### src/rv32_branch_pkg.sv
`default_nettype none

package rv32_branch_pkg;

    // if_set and if_clear test bit 0 of the execute result
    typedef enum logic [1:0] {
        branch_never    = 2'b00,
        branch_always   = 2'b01,
        branch_if_set   = 2'b10,
        branch_if_clear = 2'b11
    } branch_op_t;

endpackage

`default_nettype wire

### src/rv32_mem_pkg.sv
`default_nettype none

package rv32_mem_pkg;

    // encodings match the execute stage, code 2'b11 is unused
    typedef enum logic [1:0] {
        mem_word = 2'b00,
        mem_half = 2'b01,
        mem_byte = 2'b10
    } mem_width_t;

    typedef struct packed {
        logic       read;
        logic       write;
        mem_width_t width;
        logic       zero_extend; // load fills upper bits with zeros instead of the sign
    } mem_ctrl_t;

    typedef struct packed {
        logic [4:0]  rd;
        logic        rd_write;
        logic [31:0] rd_value;
    } writeback_t;

    // bit 3 enables the lane at bits 31:24, bit 0 the lane at bits 7:0
    typedef logic [3:0] byte_mask_t;

endpackage

`default_nettype wire

### src/rv32_branch_unit.sv
`timescale 1ns/1ps
`default_nettype none

module rv32_branch_unit import rv32_branch_pkg::*; (
    input  var branch_op_t  op,
    input  wire [31:0]      result,
    output logic            taken
);

    // execute leaves the comparison outcome in bit 0 of result
    always_comb begin
        case (op)
            branch_never: begin
                taken = 1'b0;
            end
            branch_always: begin
                taken = 1'b1;
            end
            branch_if_set: begin
                taken = result[0];
            end
            branch_if_clear: begin
                taken = ~result[0];
            end
            default: begin
                taken = 1'b0;
            end
        endcase
    end

endmodule

`default_nettype wire

### src/rv32_mem_stage.sv
`timescale 1ns/1ps
`default_nettype none

module rv32_mem_stage import rv32_mem_pkg::*, rv32_branch_pkg::*; (
    input  wire              clk,
    input  wire              reset,

    input  wire              stall,
    input  wire              flush,

    input  var mem_ctrl_t    mem_ctrl,
    input  var branch_op_t   branch_op,
    input  wire [4:0]        rd,
    input  wire              rd_write,

    input  wire [31:0]       result,
    input  wire [31:0]       rs2_value,
    input  wire [31:0]       branch_pc,

    input  wire [31:0]       read_data,

    output logic [31:0]      address,
    output byte_mask_t       write_mask,
    output logic [31:0]      write_data,

    output logic             branch_taken,
    output logic [31:0]      branch_pc_next,

    output writeback_t       writeback
);

    logic [15:0] half_lane;
    logic [7:0]  byte_lane;
    logic [31:0] load_value;
    writeback_t  writeback_next;

    rv32_branch_unit branch_unit (
        .op     (branch_op),
        .result (result),
        .taken  (branch_taken)
    );

    assign branch_pc_next = branch_pc;
    assign address = result;

    // store data is replicated across every lane, the mask picks the real ones
    always_comb begin
        case (mem_ctrl.width)
            mem_half: begin
                write_data = {2{rs2_value[15:0]}};
                write_mask = result[0] ? 4'b0011 : 4'b1100; // only bit 0 picks the half
            end
            mem_byte: begin
                write_data = {4{rs2_value[7:0]}};
                case (result[1:0])
                    2'b00: write_mask = 4'b1000;
                    2'b01: write_mask = 4'b0100;
                    2'b10: write_mask = 4'b0010;
                    default: write_mask = 4'b0001;
                endcase
            end
            mem_word: begin
                write_data = rs2_value;
                write_mask = 4'b1111;
            end
            default: begin
                write_data = rs2_value;
                write_mask = 4'b0000; // unused width code never writes
            end
        endcase

        if (!mem_ctrl.write) begin
            write_mask = 4'b0000;
        end
    end

    // offset 0 sits in the most significant lane
    always_comb begin
        half_lane = result[0] ? read_data[15:0] : read_data[31:16];

        case (result[1:0])
            2'b00: byte_lane = read_data[31:24];
            2'b01: byte_lane = read_data[23:16];
            2'b10: byte_lane = read_data[15:8];
            default: byte_lane = read_data[7:0];
        endcase

        case (mem_ctrl.width)
            mem_half: begin
                load_value = {{16{~mem_ctrl.zero_extend & half_lane[15]}}, half_lane};
            end
            mem_byte: begin
                load_value = {{24{~mem_ctrl.zero_extend & byte_lane[7]}}, byte_lane};
            end
            default: begin
                load_value = read_data;
            end
        endcase
    end

    always_comb begin
        writeback_next.rd       = rd;
        writeback_next.rd_write = rd_write & ~flush; // a flushed instruction still moves along
        writeback_next.rd_value = mem_ctrl.read ? load_value : result;
    end

    always_ff @(posedge clk) begin
        if (reset) begin
            writeback <= '0;
        end else if (!stall) begin
            writeback <= writeback_next;
        end
    end

endmodule

`default_nettype wire

### config.mk
export PLATFORM = sky130hd
export DESIGN_NAME = rv32_mem_stage
export DESIGN_NICKNAME = d
export VERILOG_FILES = /design/src/rv32_branch_pkg.sv /design/src/rv32_mem_pkg.sv /design/src/rv32_branch_unit.sv /design/src/rv32_mem_stage.sv
export SDC_FILE = /design/constraint.sdc
export NUM_CORES = 1
export LEC_CHECK = 0
export ABC_AREA = 1
export BUFFER_PORTS_ARGS = -buffer_cell sky130_fd_sc_hd__buf_4
export CAP_MARGIN = 20
export CORE_AREA = 2 2 110 112
export CTS_CLUSTER_SIZE = 20
export DETAILED_ROUTE_END_ITERATION = 8
export DIE_AREA = 0 0 112 114
export MAX_ROUTING_LAYER = met4
export PLACE_DENSITY = 0.59
export SYNTH_ARGS = -nofsm -noshare
export SYNTH_HDL_FRONTEND = slang
export SYNTH_HIERARCHICAL = 1
export SYNTH_SLANG_ARGS = --single-unit
### constraint.sdc
create_clock -name clk -period 2.1 [get_ports clk]
set_input_delay 0.42 -clock clk [delete_from_list [all_inputs] [get_ports clk]]
set_output_delay 0.42 -clock clk [all_outputs]
set_load 0.02 [all_outputs]
# Word-level counts from Yosys, hierarchy flattened

Index checks and enable logic that the tools add are counted.

Shifts and indexed selects: 0
Multiply operators: 0
Equality and inequality tests: 7
Bitwise gates (word level): 6
Magnitude comparators: 0
Muxes and demuxes: 10
Reduce and logical (&&, ||, !) cells: 3
Divide/modulo/power cells: 0
Add/subtract/negate cells: 0

Operators with widths:

| operator           | count |
|---|---|
| $pmux 32 s2        | 2 |
| $mux 32            | 1 |
| $pmux 4 s3         | 2 |
| $pmux 8 s3         | 1 |
| $mux 16            | 1 |
| $eq 2x2->1 const B | 4 |
| $mux 4             | 2 |
| $eq 2x1->1 const B | 3 |
| $logic_not 2->1    | 3 |
| $pmux 1 s4         | 1 |
| $and 1x1->1        | 3 |
| $not 1->1          | 3 |

RAM bits: 0
ROM bits: 0
Memories kept: 0
Latch bits: 0
Logic and storage cells: 29
Flip-flop bits (word level): 38

# Longest topological paths before layout

Depth after elaboration: 5
Gate-level depth with buffers: 11

# Cells and area by module

The synthesis kept the hierarchy.

Modules (own cells, without submodules):

| module           | area an instance (um2) | cells an instance | instances | sequential area each (um2) |
|---|---|---|---|---|
| rv32_mem_stage   | 3,288.2                | 530               | 1         | 760.7 |
| rv32_branch_unit | 23.8                   | 6                 | 1         | 0.0 |

# Worst setup path before layout

OpenSTA, ideal clock, no wires.

Path kind: input to output
From: input port mem_ctrl[1] in the netlist's numbering
To: output port write_data[16]
Slack: 0.075 ns
Buffers on the path: 1
Data required time: 1.680 ns
Stages: 5
Arrival time: 1.605 ns
Path through: inv_1 ha_1 buf_2 o21ai_0 o21ai_0

Cells in the longest elaborated chain, start to end: 2
Elaborated cells between the ends (all ways): 3

Ends and longest elaborated chain:

| item                                            | line                 | source |
|---|---|---|
| from (decl)                                     | rv32_mem_stage.sv:11 | `input var mem_ctrl_t mem_ctrl,` |
| $eq 2x2->1 / $eq 2x1->1 (equally long branches) | rv32_mem_stage.sv:48 | `case (mem_ctrl.width)` |
| $pmux 32 s2 (*)                                 | rv32_mem_stage.sv:48 |  |
| to (decl)                                       | rv32_mem_stage.sv:24 | `output logic [31:0] write_data,` |

Mark *: on every way between the ends. The rest lies on a longest branch, timed or not.

# Worst setup path after layout

From: input port mem_ctrl[1] in the netlist's numbering
To: output port write_data[8]

Same word-level chain as after synthesis.

==> summary.md <==
| Metric | Value |
|---|---|
| Total global routing overflow | `0` |
| Die X-Extent | `approximately 110 um` |
| Count of buffers from port buffering | `between 200 and 250` |
| Setup TNS | `0 ns` |
| Fin. max-slew vios | `0` |
| Min-Delay Path Class | `primary input to flop` |
| Number of standard cells in the layout, taps in and fillers out | `823` |
| Placed standard-cell area | `~4600 um^2` |
| Most utilized layer in the global route result | `met2` |
| H-tree depth | `2` |
| Endpoint of the worst hold path | `writeback[32]` |
| Number of rows created at floorplan | `40` |
| Endpoint of the worst register-to-register path | `writeback[27]` |
| Top Ports | `between 200 and 300` |
| Final Util | `between 40% and 50%` |
| Via count of the first global-routing pass | `about 3,600` |
| Number of cells on the worst reg-to-reg path | `2` |
| Seq cells post-synth | `38` |
| HPWL Detailed | `roughly 11 mm` |
| Synth Area in Compound Gates | `approximately 27%` |
| Actual transition at the worst max-transition pin | `0.484 ns` |
| Most used cell along the critical path | `sky130_fd_sc_hd__buf_4` |
| Clock latency on the worst-skew pair | `roughly 0.28 ns` |
| Internal power | `between 1500 and 2000 uW` |
| Post-route minimum period | `approximately 2.1 ns` |
| Number of warnings printed during yosys synthesis | `6` |
| Xor-xnor portion of the synthesized cell area | `0%` |
| Number of instances in the placed design | `around 820` |
| NetSw | `929 uW` |
| Fraction of post-synthesis cell area in the top cell type by area | `a little under a quarter` |
| Chain of cells forming the critical path | `buf_4 -> inv_1 -> ha_1 -> buf_4 -> o21ai_0 -> buf_4` |
| Maximum number of pins on one net before global-route repair | `between 40 and 50` |
| Synth-to-layout area growth | `42.7%` |
| Proportion of synthesized flip-flops having asynchronous set or reset | `0%` |
| Normalized max-slew margin | `about two thirds` |
| Max VDD drop | `~0.00037 V` |
| Area of all placed cells without fillers | `roughly 4700 um^2` |
| Overall routed net length | `13.0 mm` |
| Maximum net fanout on the critical path | `16` |
| Maxcap violations | `0` |
| Vias post-DR | `between 3,000 and 4,000` |
| Total of endpoints with negative setup slack in the final report | `0` |
| Clock power frac | `between 20% and 30%` |
| Register area share after synthesis | `between 20% and 30%` |
| Setup Crit Path Kind | `primary input to primary output` |
| Core Box Area | `around 12,000 um^2` |
| Global routing usage on met1 | `roughly a fifth` |
| Drt via density | `about 4.7` |
| Arrival time of the worst setup path | `between 1.5 and 2 ns` |
| Cts hold-fix bufs | `0` |
| Net switching fraction of the power | `a little over a third` |
| Crit path buf inv count | `4` |
| Max Clk Rate | `485 MHz` |
| Cell types occupying the most area after synthesis | `sky130_fd_sc_hd__dfxtp_1 23%, sky130_fd_sc_hd__nand2_1 17%, sky130_fd_sc_hd__buf_4 16%` |
| Register containing the most flip-flops in the final layout | `writeback` |
| Detailed Routing Iterations Pass 1 | `6` |
| Endpoint type of the worst setup path | `primary output` |
| Inserted Clock Buffers | `5` |
| Antenna violations before repair | `1` |
| Setup repair after global routing missed its margin | `no` |
| Wire length of the first global-routing pass | `19.1 mm` |
| M2 GR Usage | `between 30 and 40%` |
| Count of nets left with antenna violations after detail routing | `0` |
| Global-route total usage across every layer | `between 10% and 20%` |
| Setup Fix Bufs, Post-CTS | `0` |
| Critical path's top delay family | `buffers and inverters` |
| Critical path launch point type | `primary input` |
| Drt wl/cell | `15.8 um` |
| Critical path's largest stage delay | `0.35 ns` |
| Number of flip-flops under the largest register name | `38` |
| Worst reg2reg setup slack | `roughly 1.4 ns` |
| Slowest cell on the critical path | `sky130_fd_sc_hd__ha_1` |
| Fraction of layout instances using a drive strength above 1 | `approximately two fifths` |
| Cell area power density | `approximately 560 nW/um^2` |
| Buffer levels on the longest clock path | `2` |
| Logic pwr share | `41.5%` |
| Post-Synth Simple-Gate Area | `24.1%` |
| Total die area | `roughly 13,000 um^2` |
| Clock tree from TritonCTS | `done` |
| Post-synth EDFFs | `0` |
| GR Util met3 | `~3.2%` |
| Initial Util | `between 20 and 30%` |
| Synthesized-area fraction occupied by adder cells | `1.51%` |
| Detailed-route DRC error count | `0` |
| Start point of the worst min-delay path | `rd_write` |
| First-iteration detailed-routing DRC count | `~250` |
| Largest area contributor in the netlist | `sky130_fd_sc_hd__dfxtp_1` |
| Register share of total power | `around 31%` |
| Final worst-path cycle share | `a little over nine tenths` |
| Required time worst endpoint | `between 1.5 and 2 ns` |
| Total count of hold-check failures in the final report | `0` |
| Post-CTS clock slew at the launch and capture registers of the worst setup and hold paths | `0.05 ns` |
| Clock skew | `0 ns` |
| Reg-to-reg startpoint | `writeback[27]` |
| Number of resized instances in the post-cts repair step | `0` |
| Clock net sink count | `38` |
| Multiplexer area fraction after synthesis | `0%` |
| Outcome | `finished, final reports clean` |
| Net count of the mapped netlist | `slightly below 700` |
| Routability Congestion | `between 0.8 and 0.9` |
| Count of different cell masters after synthesis | `25` |
| Total power draw | `between 2000 and 3000 uW` |
| Mean area per synthesized cell | `6.18 um^2` |
| Most instantiated flip-flop cell in the synthesis netlist | `sky130_fd_sc_hd__dfxtp_1` |
| Clock tree root buffer cell | `sky130_fd_sc_hd__clkbuf_16` |
| Post-synth design cell area | `3310 um^2` |
| Final nets | `825` |
| Combinational family with the most area after synthesis | `compound AO/OA/AOI/OAI gates` |
| Die outline height | `roughly 110 um` |
| Gate Count Post-Synth | `~540` |
| Registers with the highest flip-flop counts | `writeback (38)` |
| Standby leakage power | `0.00250 uW` |
| Worst hold path stage count | `3` |
-- logic make-up after synthesis --
kind of cell / Yosys count
simple gates: 189
compound gates: 165
buf+inv: 140
flops: 38
fa+ha+maj: 4
-- placed cells by master (no fill, tap or decap), drive strengths merged --
cell type	Yosys	final
a31oi	3	3
buf	78	231
dfxtp	38	38
clkinv	1	1
clkbuf	20	6
o22ai	8	8
diode	0	1
nand2	161	161
inv	41	41
a21oi	76	76
nor2	18	18
nand3	5	5
or2	5	5
o21ai	78	78
ha	4	4
-- power groups by stage --
stage | sequential [uW] | clock, uW | combinational, uW
2_1_floorplan | 881 | 0 | 625
3_3_place_gp | 817 | 0 | 1090
3_5_place_dp | 817 | 0 | 1100
4_1_cts | 802 | 758 | 1100
5_1_grt | 808 | 785 | 1180
6_report | 803 | 738 | 1090
-- cell type report --
class | instances | area (um^2)
well taps | 147 | 184
fillers | 1285 | 6980
clock buffers | 6 | 139
flip-flops and latches | 38 | 761
diodes | 1 | 2.50
repair buffers | 231 | 1750
inverters | 42 | 158
multi-input cells | 358 | 1740
-- worst max-delay path by stage --
| stage | start | end | slack [ns] | cells past startpoint |
|---|---|---|---|---|
| 6_report | mem_ctrl[1] | write_data[8] | 0.04 | 6 |
| 4_1_cts | mem_ctrl[1] | write_data[8] | 0.06 | 6 |
| 5_1_grt | mem_ctrl[1] | write_data[22] | 0.01 | 7 |
| 3_5_place_dp | mem_ctrl[1] | write_data[8] | 0.06 | 6 |
| 2_1_floorplan | mem_ctrl[1] | write_data[16] | 0.08 | 5 |
| 3_3_place_gp | mem_ctrl[1] | write_data[8] | 0.11 | 6 |
-- metrics by stage --
stage,hold slack [ns],setup WS (ns)
finish,0.379,0.0386
floorplan,0.561,0.0751
detailed placement,0.473,0.0599
global placement,0.469,0.115
CTS,0.379,0.0599
global route,0.387,0.0124
-- tightest hold or removal path, cell delays in order --
cell                      delay [ns]
sky130_fd_sc_hd__buf_4          0.08
sky130_fd_sc_hd__a21oi_1        0.05
sky130_fd_sc_hd__nor2_1         0.07
-- cell usage after synthesis (5+ instances only) --
library cell	count
sky130_fd_sc_hd__nand2_1	146
sky130_fd_sc_hd__clkbuf_1	20
sky130_fd_sc_hd__or2_2	5
sky130_fd_sc_hd__nor2_1	15
sky130_fd_sc_hd__o21ai_0	78
sky130_fd_sc_hd__nand2_2	12
sky130_fd_sc_hd__o22ai_1	8
sky130_fd_sc_hd__dfxtp_1	38
sky130_fd_sc_hd__a21oi_2	10
sky130_fd_sc_hd__inv_1	37
sky130_fd_sc_hd__a21oi_1	65
sky130_fd_sc_hd__buf_4	72
-- per-layer routing --
layer | wire (um) | vias up
met4 | 303 | 0
li1 | - | 1939
met5 | 0 | -
met2 | 6850 | 183
met1 | 4940 | 1755
met3 | 894 | 22
Power figures use the tool's default switching activity.
